<file path="src/include/imu_bridge_defs.svh">
`ifndef IMU_BRIDGE_DEFS_SVH
`define IMU_BRIDGE_DEFS_SVH

// UART timing, kept short for simulation
`define CLKS_PER_BIT 16

// SPI clock runs at clk / (2 * CLKS_PER_HALF_BIT)
`define CLKS_PER_HALF_BIT 2

// Idle time that drops a partial frame, 40 bit times
`define FRAME_GAP_CYCLES (40 * `CLKS_PER_BIT)

`define OTP_KEY 16'hA5C3
`define FRAME_TERM 8'h0D

// Command words after the pad is removed
`define CMD_CIPHER_OFF 16'h0001
`define CMD_CIPHER_ON 16'h0002

// Response ids in the low byte of the first word
`define RSP_CIPHER_CTRL 8'h01
`define RSP_IMU_READ 8'h02

`define SPI_READ_FLAG 8'h80

`endif

</file>
<file path="src/logic/imu_bridge_pkg.sv">
package imu_bridge_pkg;

  // One received UART byte with its strobe
  typedef struct packed {
    logic       valid;
    logic [7:0] data;
  } byte_strobe_t;

  // Field view of a sensor command
  typedef struct packed {
    logic [12:0] reserved;
    logic [2:0]  imu_reg;  // IMU register select
  } cmd_fields_t;

  // Command word, compared whole or split into fields
  typedef union packed {
    logic [15:0] raw;
    cmd_fields_t fields;
  } cmd_word_u;

  // Sample returned by one SPI read
  typedef struct packed {
    logic        valid;
    logic [15:0] sample;
  } imu_result_t;

endpackage

</file>
<file path="src/logic/uart_rx.sv">
`timescale 1ns/100ps
`include "imu_bridge_defs.svh"

module uart_rx import imu_bridge_pkg::*; (
  input  logic         clk,
  input  logic         reset,
  input  logic         i_rx,
  output byte_strobe_t o_byte
);

  localparam int CNT_W = $clog2(`CLKS_PER_BIT + 1);
  localparam logic [CNT_W-1:0] HALF_CNT = CNT_W'(`CLKS_PER_BIT / 2 - 1);
  localparam logic [CNT_W-1:0] FULL_CNT = CNT_W'(`CLKS_PER_BIT - 1);

  localparam logic [1:0] S_IDLE  = 2'd0;
  localparam logic [1:0] S_START = 2'd1;
  localparam logic [1:0] S_DATA  = 2'd2;
  localparam logic [1:0] S_STOP  = 2'd3;

  logic [1:0]       rx_sync;
  logic [1:0]       state;
  logic [CNT_W-1:0] clk_cnt;
  logic [2:0]       bit_idx;
  logic [7:0]       shift;
  logic             valid;

  assign o_byte = '{valid: valid, data: shift};

  always_ff @(posedge clk or posedge reset) begin
    if (reset) begin
      rx_sync <= 2'b11;  // Line idles high
      state   <= S_IDLE;
      clk_cnt <= '0;
      bit_idx <= '0;
      valid   <= 1'b0;
    end else begin
      rx_sync <= {rx_sync[0], i_rx};
      valid   <= 1'b0;
      case (state)
        S_IDLE: begin
          clk_cnt <= '0;
          bit_idx <= '0;
          if (!rx_sync[1]) begin
            state <= S_START;
          end
        end
        S_START: begin
          if (clk_cnt == HALF_CNT) begin
            clk_cnt <= '0;
            state   <= rx_sync[1] ? S_IDLE : S_DATA;  // Reject short glitch
          end else begin
            clk_cnt <= clk_cnt + 1'b1;
          end
        end
        S_DATA: begin
          if (clk_cnt == FULL_CNT) begin
            clk_cnt <= '0;
            bit_idx <= bit_idx + 1'b1;
            if (bit_idx == 3'd7) begin
              state <= S_STOP;
            end
          end else begin
            clk_cnt <= clk_cnt + 1'b1;
          end
        end
        default: begin
          if (clk_cnt == FULL_CNT) begin
            valid <= rx_sync[1];  // Framing error drops the byte
            state <= S_IDLE;
          end else begin
            clk_cnt <= clk_cnt + 1'b1;
          end
        end
      endcase
    end
  end

  always_ff @(posedge clk) begin
    if (state == S_DATA && clk_cnt == FULL_CNT) begin
      shift <= {rx_sync[1], shift[7:1]};  // LSB arrives first
    end
  end

endmodule

</file>
<file path="src/logic/uart_tx.sv">
`timescale 1ns/100ps
`include "imu_bridge_defs.svh"

module uart_tx (
  input  logic       clk,
  input  logic       reset,
  input  logic       i_start,
  input  logic [7:0] i_data,
  output logic       o_busy,
  output logic       o_tx
);

  localparam int CNT_W = $clog2(`CLKS_PER_BIT + 1);
  localparam logic [CNT_W-1:0] FULL_CNT = CNT_W'(`CLKS_PER_BIT - 1);

  logic [CNT_W-1:0] clk_cnt;
  logic [3:0]       bit_idx;
  logic [9:0]       frame;  // Stop, data, start

  assign o_tx = !o_busy || frame[0];  // High when idle

  always_ff @(posedge clk or posedge reset) begin
    if (reset) begin
      o_busy  <= 1'b0;
      clk_cnt <= '0;
      bit_idx <= '0;
    end else if (!o_busy) begin
      clk_cnt <= '0;
      bit_idx <= '0;
      if (i_start) begin
        o_busy <= 1'b1;
      end
    end else if (clk_cnt == FULL_CNT) begin
      clk_cnt <= '0;
      bit_idx <= bit_idx + 1'b1;
      if (bit_idx == 4'd9) begin
        o_busy <= 1'b0;  // End of stop bit
      end
    end else begin
      clk_cnt <= clk_cnt + 1'b1;
    end
  end

  always_ff @(posedge clk) begin
    if (!o_busy && i_start) begin
      frame <= {1'b1, i_data, 1'b0};
    end else if (o_busy && clk_cnt == FULL_CNT) begin
      frame <= {1'b1, frame[9:1]};  // LSB first
    end
  end

endmodule

</file>
<file path="src/logic/frame_accumulator.sv">
`timescale 1ns/100ps
`include "imu_bridge_defs.svh"

module frame_accumulator import imu_bridge_pkg::*; (
  input  logic         clk,
  input  logic         reset,
  input  byte_strobe_t i_byte,
  output logic         o_frame_valid,
  output cmd_word_u    o_cmd
);

  localparam int GAP_W = $clog2(`FRAME_GAP_CYCLES + 1);
  localparam logic [GAP_W-1:0] GAP_LAST = GAP_W'(`FRAME_GAP_CYCLES - 1);

  logic [1:0]       byte_cnt;  // Bytes of the current frame
  logic [GAP_W-1:0] gap_cnt;
  logic [15:0]      payload;
  logic             term_ok;

  assign term_ok = i_byte.valid && byte_cnt == 2'd2 && i_byte.data == `FRAME_TERM;

  always_ff @(posedge clk or posedge reset) begin
    if (reset) begin
      byte_cnt      <= '0;
      gap_cnt       <= '0;
      o_frame_valid <= 1'b0;
    end else begin
      o_frame_valid <= term_ok;
      if (i_byte.valid) begin
        gap_cnt  <= '0;
        byte_cnt <= (byte_cnt == 2'd2) ? 2'd0 : byte_cnt + 1'b1;
      end else if (byte_cnt != 2'd0) begin
        if (gap_cnt == GAP_LAST) begin
          gap_cnt  <= '0;
          byte_cnt <= '0;  // Partial frame timed out
        end else begin
          gap_cnt <= gap_cnt + 1'b1;
        end
      end
    end
  end

  always_ff @(posedge clk) begin
    if (i_byte.valid && byte_cnt == 2'd0) begin
      payload[7:0] <= i_byte.data;
    end
    if (i_byte.valid && byte_cnt == 2'd1) begin
      payload[15:8] <= i_byte.data;
    end
    if (term_ok) begin
      o_cmd.raw <= payload;
    end
  end

endmodule

</file>
<file path="src/logic/spi_master.sv">
`timescale 1ns/100ps
`include "imu_bridge_defs.svh"

module spi_master import imu_bridge_pkg::*; (
  input  logic        clk,
  input  logic        reset,
  input  logic        i_start,
  input  logic [2:0]  i_reg,
  input  logic        i_miso,
  output imu_result_t o_result,
  output logic        o_spi_clk,
  output logic        o_spi_mosi,
  output logic        o_spi_cs_n
);

  localparam int HALF_W = $clog2(`CLKS_PER_HALF_BIT + 1);
  localparam logic [HALF_W-1:0] HALF_LAST = HALF_W'(`CLKS_PER_HALF_BIT - 1);
  localparam logic [5:0] LAST_EDGE = 6'd47;  // 24 bits, two edges each

  localparam logic [1:0] S_IDLE = 2'd0;
  localparam logic [1:0] S_XFER = 2'd1;
  localparam logic [1:0] S_END  = 2'd2;

  logic [1:0]        state;
  logic [HALF_W-1:0] half_cnt;
  logic [5:0]        edge_cnt;
  logic [7:0]        addr_byte;
  logic [23:0]       tx_shift;
  logic [15:0]       rx_shift;
  logic              valid;
  logic              tick;

  assign addr_byte = `SPI_READ_FLAG | {5'd0, i_reg};
  assign tick      = (state == S_XFER) && (half_cnt == HALF_LAST);
  // First byte read is the low half
  assign o_result  = '{valid: valid, sample: {rx_shift[7:0], rx_shift[15:8]}};

  always_ff @(posedge clk or posedge reset) begin
    if (reset) begin
      state      <= S_IDLE;
      half_cnt   <= '0;
      edge_cnt   <= '0;
      o_spi_clk  <= 1'b0;
      o_spi_mosi <= 1'b0;
      o_spi_cs_n <= 1'b1;
      valid      <= 1'b0;
    end else begin
      valid <= 1'b0;
      case (state)
        S_IDLE: begin
          half_cnt <= '0;
          edge_cnt <= '0;
          if (i_start) begin
            o_spi_cs_n <= 1'b0;
            o_spi_mosi <= addr_byte[7];  // Mode 0, first bit before first edge
            state      <= S_XFER;
          end
        end
        S_XFER: begin
          if (tick) begin
            half_cnt  <= '0;
            edge_cnt  <= edge_cnt + 1'b1;
            o_spi_clk <= !o_spi_clk;
            if (o_spi_clk) begin
              o_spi_mosi <= tx_shift[23];  // Shift on falling edge
            end
            if (edge_cnt == LAST_EDGE) begin
              o_spi_mosi <= 1'b0;
              state      <= S_END;
            end
          end else begin
            half_cnt <= half_cnt + 1'b1;
          end
        end
        S_END: begin
          o_spi_cs_n <= 1'b1;
          valid      <= 1'b1;
          state      <= S_IDLE;
        end
        default: state <= S_IDLE;
      endcase
    end
  end

  always_ff @(posedge clk) begin
    if (state == S_IDLE && i_start) begin
      tx_shift <= {addr_byte[6:0], 17'd0};
    end else if (tick && o_spi_clk) begin
      tx_shift <= tx_shift << 1;
    end
    if (tick && !o_spi_clk) begin
      rx_shift <= {rx_shift[14:0], i_miso};  // Sample on rising edge
    end
  end

endmodule

</file>
<file path="src/logic/bridge_sequencer.sv">
`timescale 1ns/100ps
`include "imu_bridge_defs.svh"

module bridge_sequencer import imu_bridge_pkg::*; (
  input  logic        clk,
  input  logic        reset,
  input  logic        i_frame_valid,
  input  cmd_word_u   i_cmd,
  input  imu_result_t i_result,
  input  logic        i_tx_busy,
  output logic        o_spi_start,
  output logic [2:0]  o_spi_reg,
  output logic        o_tx_start,
  output logic [7:0]  o_tx_data
);

  localparam logic [1:0] S_IDLE = 2'd0;
  localparam logic [1:0] S_SPI  = 2'd1;  // Waiting for the IMU sample
  localparam logic [1:0] S_HOLD = 2'd2;  // Start pulse cycle
  localparam logic [1:0] S_WAIT = 2'd3;  // Waiting for the byte to finish

  logic [1:0]  state;
  logic        cipher_on;
  logic        cipher_next;
  logic        is_cipher_cmd;
  cmd_word_u   plain;
  logic [2:0]  bytes_left;
  logic [39:0] rsp;  // Five bytes, next one in the low byte

  // Two words plus terminator, each word XORed with the pad when enabled
  function automatic logic [39:0] build_rsp(input logic [15:0] w0, input logic [15:0] w1,
                                            input logic enc);
    logic [15:0] pad;
    pad = enc ? `OTP_KEY : 16'h0000;
    return {`FRAME_TERM, w1 ^ pad, w0 ^ pad};
  endfunction

  always_comb begin
    plain.raw     = i_cmd.raw ^ (cipher_on ? `OTP_KEY : 16'h0000);
    cipher_next   = (plain.raw == `CMD_CIPHER_ON);
    is_cipher_cmd = cipher_next || (plain.raw == `CMD_CIPHER_OFF);
  end

  assign o_tx_data = rsp[7:0];

  always_ff @(posedge clk or posedge reset) begin
    if (reset) begin
      state       <= S_IDLE;
      cipher_on   <= 1'b0;
      bytes_left  <= '0;
      o_spi_start <= 1'b0;
      o_tx_start  <= 1'b0;
    end else begin
      o_spi_start <= 1'b0;
      o_tx_start  <= 1'b0;
      case (state)
        S_IDLE: begin
          if (i_frame_valid) begin
            bytes_left <= 3'd4;
            if (is_cipher_cmd) begin
              cipher_on  <= cipher_next;  // Reply goes out under the new setting
              o_tx_start <= 1'b1;
              state      <= S_HOLD;
            end else begin
              o_spi_start <= 1'b1;
              state       <= S_SPI;
            end
          end
        end
        S_SPI: begin
          if (i_result.valid) begin
            o_tx_start <= 1'b1;
            state      <= S_HOLD;
          end
        end
        S_HOLD: state <= S_WAIT;  // Busy is not up yet
        default: begin
          if (!i_tx_busy) begin
            if (bytes_left == 3'd0) begin
              state <= S_IDLE;
            end else begin
              bytes_left <= bytes_left - 1'b1;
              o_tx_start <= 1'b1;
              state      <= S_HOLD;
            end
          end
        end
      endcase
    end
  end

  always_ff @(posedge clk) begin
    if (state == S_IDLE && i_frame_valid && is_cipher_cmd) begin
      rsp <= build_rsp({8'h00, `RSP_CIPHER_CTRL}, 16'h0000, cipher_next);
    end else if (state == S_SPI && i_result.valid) begin
      rsp <= build_rsp({i_result.sample[7:0], `RSP_IMU_READ},
                       {8'h00, i_result.sample[15:8]}, cipher_on);
    end else if (state == S_WAIT && !i_tx_busy && bytes_left != 3'd0) begin
      rsp <= {8'h00, rsp[39:8]};
    end
    if (state == S_IDLE && i_frame_valid && !is_cipher_cmd) begin
      o_spi_reg <= plain.fields.imu_reg;
    end
  end

endmodule

</file>
<file path="src/logic/imu_bridge_top.sv">
`timescale 1ns/100ps

module imu_bridge_top import imu_bridge_pkg::*; (
  input  logic clk,
  input  logic reset,
  input  logic i_uart_rx,
  output logic o_uart_tx,
  output logic o_spi_clk,
  input  logic i_spi_miso,
  output logic o_spi_mosi,
  output logic o_spi_cs_n
);

  byte_strobe_t rx_byte;
  logic         frame_valid;
  cmd_word_u    cmd;  // Still ciphered
  logic         spi_start;
  logic [2:0]   spi_reg;
  imu_result_t  imu_result;
  logic         tx_start;
  logic [7:0]   tx_data;
  logic         tx_busy;

  uart_rx u_uart_rx (
    .clk    (clk),
    .reset  (reset),
    .i_rx   (i_uart_rx),
    .o_byte (rx_byte)
  );

  frame_accumulator u_frame_accumulator (
    .clk           (clk),
    .reset         (reset),
    .i_byte        (rx_byte),
    .o_frame_valid (frame_valid),
    .o_cmd         (cmd)
  );

  bridge_sequencer u_bridge_sequencer (
    .clk           (clk),
    .reset         (reset),
    .i_frame_valid (frame_valid),
    .i_cmd         (cmd),
    .i_result      (imu_result),
    .i_tx_busy     (tx_busy),
    .o_spi_start   (spi_start),
    .o_spi_reg     (spi_reg),
    .o_tx_start    (tx_start),
    .o_tx_data     (tx_data)
  );

  spi_master u_spi_master (
    .clk        (clk),
    .reset      (reset),
    .i_start    (spi_start),
    .i_reg      (spi_reg),
    .i_miso     (i_spi_miso),
    .o_result   (imu_result),
    .o_spi_clk  (o_spi_clk),
    .o_spi_mosi (o_spi_mosi),
    .o_spi_cs_n (o_spi_cs_n)
  );

  uart_tx u_uart_tx (
    .clk     (clk),
    .reset   (reset),
    .i_start (tx_start),
    .i_data  (tx_data),
    .o_busy  (tx_busy),
    .o_tx    (o_uart_tx)
  );

endmodule

</file>
<file path="config.mk">
export PLATFORM = sky130hd
export DESIGN_NAME = imu_bridge_top
export DESIGN_NICKNAME = d
export VERILOG_FILES = /design/src/logic/imu_bridge_pkg.sv /design/src/logic/uart_rx.sv /design/src/logic/uart_tx.sv /design/src/logic/frame_accumulator.sv /design/src/logic/spi_master.sv /design/src/logic/bridge_sequencer.sv /design/src/logic/imu_bridge_top.sv
export VERILOG_INCLUDE_DIRS = /design/src /design/src/include
export SDC_FILE = /design/constraint.sdc
export NUM_CORES = 1
export LEC_CHECK = 0
export ABC_AREA = 1
export BUFFER_PORTS_ARGS = -buffer_cell sky130_fd_sc_hd__buf_2
export CORE_AREA = 10 10 112 124
export DETAILED_ROUTE_END_ITERATION = 7
export DIE_AREA = 0 0 122 134
export HOLD_SLACK_MARGIN = 0.1
export PLACE_DENSITY_LB_ADDON = 0.12
export SLEW_MARGIN = 30
export SYNTH_ARGS = -nofsm -noshare
export SYNTH_HDL_FRONTEND = slang
export SYNTH_SLANG_ARGS = --single-unit
</file>
<file path="constraint.sdc">
create_clock -name clk -period 3.5 [get_ports clk]
set_clock_uncertainty 0.1 [all_clocks]
set_input_delay 0.35 -clock clk [delete_from_list [all_inputs] [get_ports clk]]
set_output_delay 0.35 -clock clk [all_outputs]
set_load 0.03 [all_outputs]
</file>
=== Yosys cells after proc, flatten, opt, wreduce, memory -nomap -nowiden ===
Cells that the tools add are included.

* Add/subtract/negate cells: 9
* Eq/ne operators: 35
* Multiplexer cells: 74
* Bitwise gates (word level): 5
* Reduce and logical (&&, ||, !) cells: 52

{| class="wikitable"
|+ Operators with widths
! kind !! count
|-
| two-way mux 32 bit || 3
|-
| two-way mux 20 bit || 2
|-
| two-way mux 2 bit || 19
|-
| two-way mux 16 bit || 2
|-
| bitwise XOR 16 bit || 2
|-
| two-way mux 10 bit || 3
|-
| two-way mux 5 bit || 5
|-
| two-way mux 1 bit || 20
|-
| two-way mux 9 bit || 2
|-
| logical AND 1 bit || 17
|-
| == test 16 x 1 -> 1 bit, second input constant || 1
|-
| == test 16 x 2 -> 1 bit, second input constant || 1
|-
| nonzero test 2 bit || 8
|-
| bitwise XOR 8 x 16 -> 16 bit || 1
|-
| case mux 5 bit (3 select lines) || 1
|-
| inequality test 2 bit, second input constant || 7
|-
| two-way mux 3 bit || 4
|-
| case mux 2 bit (3 select lines) || 2
|-
| case mux 3 bit (2 select lines) || 2
|-
| case mux 6 bit (2 select lines) || 1
|-
| adder 10 x 1 -> 10 bit, second input constant || 1
|-
| adder 5 x 1 -> 5 bit, second input constant || 2
|-
| == test 10 bit, second input constant || 1
|-
| == test 2 x 1 -> 1 bit, second input constant || 5
|-
| 32 further kinds || 63
|}

* Flip-flop bits (word level): 168
* Output and inout bits: 4
* Logic and storage cells: 210

=== Depth between registers and ports, before layout ===
* Depth after elaboration: 7
* Depth in mapped cells: 11
* Depth with buffers taken out: 11

=== By module ===
A second synthesis with hierarchy kept.

* Cells, all modules: 742
* Area total of the unflattened synthesis: 7299.5 sq um

{| class="wikitable"
|+ By module, submodules not included
! module !! instances !! cells each !! area each (sq um)
|-
| bridge_sequencer || 1 || 285 || 2288.4
|-
| frame_accumulator || 1 || 134 || 1719.1
|-
| spi_master || 1 || 133 || 1437.6
|-
| uart_rx || 1 || 99 || 984.7
|-
| uart_tx || 1 || 91 || 869.6
|}

=== Worst setup path after synthesis ===
OpenSTA, ideal clock, no wires.

* Kind: reg-to-reg
* Start point: register u_uart_rx.valid
* End point: register u_frame_accumulator.o_cmd[0] in the netlist's numbering, enable pin
* Arrival time: 2.314 ns
* Data required time: 2.967 ns
* Slack: 0.654 ns
* Stages on the path, launching flop included: 5
* Buffers on the path: 0
* Cell sequence: dfrtp_1 > inv_1 > nor2_1 > nand4_1 > nor4_1

* Word-level cells in the longest chain between the ends: 2

{| class="wikitable"
|+ Ends and longest elaborated chain
! element !! line !! RTL
|-
| start, declared || uart_rx.sv:25 || <nowiki>logic valid;</nowiki>
|-
| start signal, assigned || uart_rx.sv:68 || <nowiki>valid <= rx_sync[1];</nowiki>
|-
| logical AND 1 bit || frame_accumulator.sv:20 || <nowiki>assign term_ok = i_byte.valid && byte_cnt == 2'd2 && i_byte.data == `FRAME_TERM;</nowiki>
|-
| logical AND 1 bit (no source line) || -- ||
|-
| named net u_frame_accumulator.term_ok || frame_accumulator.sv:18 || <nowiki>logic term_ok;</nowiki>
|-
| end, declared || frame_accumulator.sv:9 || <nowiki>output cmd_word_u o_cmd</nowiki>
|}

The timed path passes the listed nets, and every way through them passes these cells.
A chain may end at the register's enable or synchronous reset.

=== Worst setup path after layout ===
* Start point: register u_bridge_sequencer.state[1]
* End point: register u_bridge_sequencer.rsp[9], enable pin

* Word-level cells in the longest chain between the ends: 4

{| class="wikitable"
|+ Ends and longest elaborated chain
! element !! line !! RTL
|-
| start, declared || bridge_sequencer.sv:22 || <nowiki>logic [1:0] state;</nowiki>
|-
| start signal, assigned || bridge_sequencer.sv:48 || <nowiki>state <= S_IDLE;</nowiki>
|-
| start signal, assigned || bridge_sequencer.sv:63 || <nowiki>state <= S_HOLD;</nowiki>
|-
| start signal, assigned || bridge_sequencer.sv:66 || <nowiki>state <= S_SPI;</nowiki>
|-
| == test 2 bit or logical NOT 2 bit (tied branches) || bridge_sequencer.sv:98, bridge_sequencer.sv:93 ||
|-
| logical AND 1 bit, on equally long branches (2 in a row) || bridge_sequencer.sv:98, bridge_sequencer.sv:93 ||
|-
| nonzero test 3 bit (no source line) (*) || -- ||
|-
| end signal, assigned || bridge_sequencer.sv:94 || <nowiki>rsp <= build_rsp({8'h00, `RSP_CIPHER_CTRL}, 16'h0000, cipher_next);</nowiki>
|-
| end signal, assigned || bridge_sequencer.sv:96 || <nowiki>rsp <= build_rsp({i_result.sample[7:0], `RSP_IMU_READ},</nowiki>
|-
| end signal, assigned || bridge_sequencer.sv:99 || <nowiki>rsp <= {8'h00, rsp[39:8]};</nowiki>
|-
| end, declared || bridge_sequencer.sv:28 || <nowiki>logic [39:0] rsp;</nowiki>
|}

Mark *: on every way between the ends. The rest lies on a longest branch, timed or not.

==> flow_summary.json <==
{
  "status": "completed",
  "grt-ovfl-total": 0,
  "p_switching_mw": 0.964,
  "async_flop_share_pct": 36.0,
  "ant_nets": 0,
  "cts_hold_buf": 3,
  "min_period_ns": 2.38,
  "synth_edf_count": 97,
  "hold_viol": 0,
  "dp_cells": 834,
  "io_buffer_count": 7,
  "std_cell_rows": 41,
  "fmax_ghz": 0.419,
  "instances_no_fill": 869,
  "die_w_um": 122,
  "slowest_delay_ns": 0.44,
  "track_usage_pct": 16.0,
  "grt_antenna_before_repair": 0,
  "synth_flop_cell": "edfxtp_1",
  "firstDrtPassIters": 5,
  "p_leak_nw": 3.51,
  "wl_mm": 12.1,
  "postCtsSetupBuffers": 0,
  "swShare_pct": 22.3,
  "first_global_vias": 4570,
  "slew_violations": 0,
  "grt_max_degree": 40,
  "nNetsFinal": 726,
  "clk_latency_ns": 0.42,
  "min_path_type": "reg -> reg",
  "crit_path_start": "u_bridge_sequencer.state[1]",
  "synth_area_per_cell_um2": 10.2,
  "post-route-period-util_pct": 68.1,
  "diodes": 0,
  "num_vias": 4592,
  "die_y_um": 134,
  "clock_power_share_pct": 44.7,
  "root_buffer": "clkbuf_16",
  "slew_headroom_pct": 41.9,
  "drc": 0,
  "ir_drop_v": 0.000426,
  "place_congestion": 0.858,
  "endpoint_kind": "flip-flop",
  "layout_common_cells": "186 x nand2_1, 97 x edfxtp_1, 72 x inv_1",
  "rsz0062_at_grt": "false",
  "cts_buffers": 17,
  "viasPerCell": 5.28,
  "critPathLaunchType": "flip-flop",
  "arrival_ns": 2.37,
  "syn_inst": 683,
  "worstPathCellList": "inv_1, ha_1, nand2_1, inv_2, nand3_4, nand2_2, inv_2, nand2_1, buf_4",
  "postCtsResizedCells": 0,
  "yosysSeqAreaShare_pct": 64.3,
  "path_clk_slew_ns": 0.06,
  "core-area_um2": 11300,
  "maxCapViolations": 0,
  "crit_slowest_cell": "dfrtp_1",
  "dieArea_um2": 16300,
  "p_int_mw": 3.36,
  "drive_gt1_share_pct": 12.2,
  "ctsHtreeMaxLevel": 4,
  "final_common_cell": "nand2_1",
  "drt_iter0_markers": 466,
  "setup_viol": 0,
  "p_comb_share_pct": 6.4,
  "seqPwrFrac_pct": 48.8,
  "dp.final_hpwl_mm": 8.03,
  "largest_reg_flops": 28,
  "clockBufferDepth": 2,
  "p_per_area_nw_per_um2": 550,
  "tritoncts": "done",
  "grt_first_pass_wirelength_mm": 21.1,
  "largest-register": "u_bridge_sequencer.rsp",
  "cts_sinks": 161,
  "ys_types": 41,
  "post_drt_wl_per_cell_um": 13.9,
  "tightest_slew_ns": 0.871,
  "critPathMaxFanout": 26,
  "rr_startpoint": "u_bridge_sequencer.state[1]",
  "path_class": "reg -> reg",
  "synthesis.nets": 703,
  "boundaryPins": 8,
  "syn-cell-area_um2": 6980,
  "placed_cell_area_um2": 7190,
  "critical_path_required_ns": 3.49,
  "synth_seq_cells": 161,
  "areaGrowthSynthToFinish_pct": 12.5,
  "final_area_um2": 7860,
  "initial_core_util_pct": 61.6,
  "finalSetupTns_ns": 0,
  "ys_warn_count": 0,
  "min-delay-start": "u_uart_rx.rx_sync[0]"
}
==> cell usage after synthesis (3+ instances only) <==
master      n  area share [%]
dfstp_2     3             1.1
a31oi_1     4            0.36
o211ai_1    6            0.64
xor2_1      8             1.0
o21ai_0    19             1.4
inv_1      73             3.9
nor3_1      7            0.50
nor3b_1     5            0.54
nor2_4      3            0.48
clkbuf_1    4            0.21
o22ai_1     3            0.27
dfxtp_1     6             1.7
a22o_1      3            0.38
nand2_2     9            0.81
inv_2      18            0.97
nand3_1    37             2.7
nor4_1      3            0.27
edfxtp_1   97              42
o21ai_1     6            0.43
nand4_1     5            0.45
ha_1       16             2.9
nand2_1   186              10
nor2_1     60             3.2
nor2_2      4            0.36
dfrtp_1    55              20
a21oi_1    22             1.6
==> worst max-delay path, delay by kind of cell (launching register included) <==
kind	cells	cell delay, ns
buffers and inverters	4	0.64
and+or+nand+nor	4	0.63
DFF	1	0.44
adders and majority gates	1	0.24
==> final timing paths <==
kind | slack, ns | end | cells past startpoint
max in group asynchronous | 1.88 | u_uart_rx.rx_sync[1] | 4
worst min register to register | 0.26 | u_uart_rx.rx_sync[1] | 0
worst max register to register | 1.12 | u_bridge_sequencer.rsp[9] | 9
worst min-delay path | 0.26 | u_uart_rx.rx_sync[1] | 0
min in group asynchronous | 0.57 | u_uart_rx.bit_idx[1] | 3
worst max-delay path | 1.12 | u_bridge_sequencer.rsp[9] | 9
==> cells by family (layout without fill, tap and decap cells) <==
logic type	count (synthesis)	count (layout)	synth area share [%]
AOI/OAI and AO/OA	68	68	5.57
muxes	2	2	0.287
and+or+nand+nor	325	325	20.2
DFF	161	161	64.3
buffers and inverters	103	139	5.86
xor gates and xnor gates	8	8	1.00
adders and majority gates	16	16	2.87
==> metal layers <==
layer	global-route usage [%]	part of all wire [%]	wire (um)	up-vias
met5	0	0	0	-
met4	5.37	1.5	185	0
met2	26.6	50	5980	99
li1	-	-	-	2294
met1	19.4	45	5380	2184
met3	4.45	4.4	531	15
==> stage by stage <==
stage          total power, mW  hold slack (ns)  util [%]  setup WS (ns)
6_report                  4.32            0.256      69.3           1.12
5_1_grt                   4.49            0.264      69.3          0.919
4_1_cts                   4.35            0.257      69.3           1.13
3_5_place_dp              2.41            0.248      63.4           1.15
3_3_place_gp              2.39            0.248      63.4           1.25
2_1_floorplan             2.35            0.245         -          0.654
==> power groups by stage <==
stage,combinational (mW),sequential (mW),clock [mW]
2_1_floorplan,0.214,2.13,0
3_3_place_gp,0.252,2.14,0
3_5_place_dp,0.268,2.14,0
4_1_cts,0.279,2.11,1.97
5_1_grt,0.329,2.12,2.05
6_report,0.277,2.11,1.93
==> final cells by class <==
| type | count | area (um2) |
|---|---|---|
| Clock inverter | 11 | 151 |
| Multi-Input combinational cell | 419 | 2100 |
| Fill cell | 836 | 3480 |
| Timing Repair Buffer | 14 | 95.1 |
| Clock buffer | 21 | 480 |
| Tap cell | 150 | 188 |
| Inverter | 93 | 354 |
| Sequential cell | 161 | 4490 |
Power figures use the tool's default switching activity.
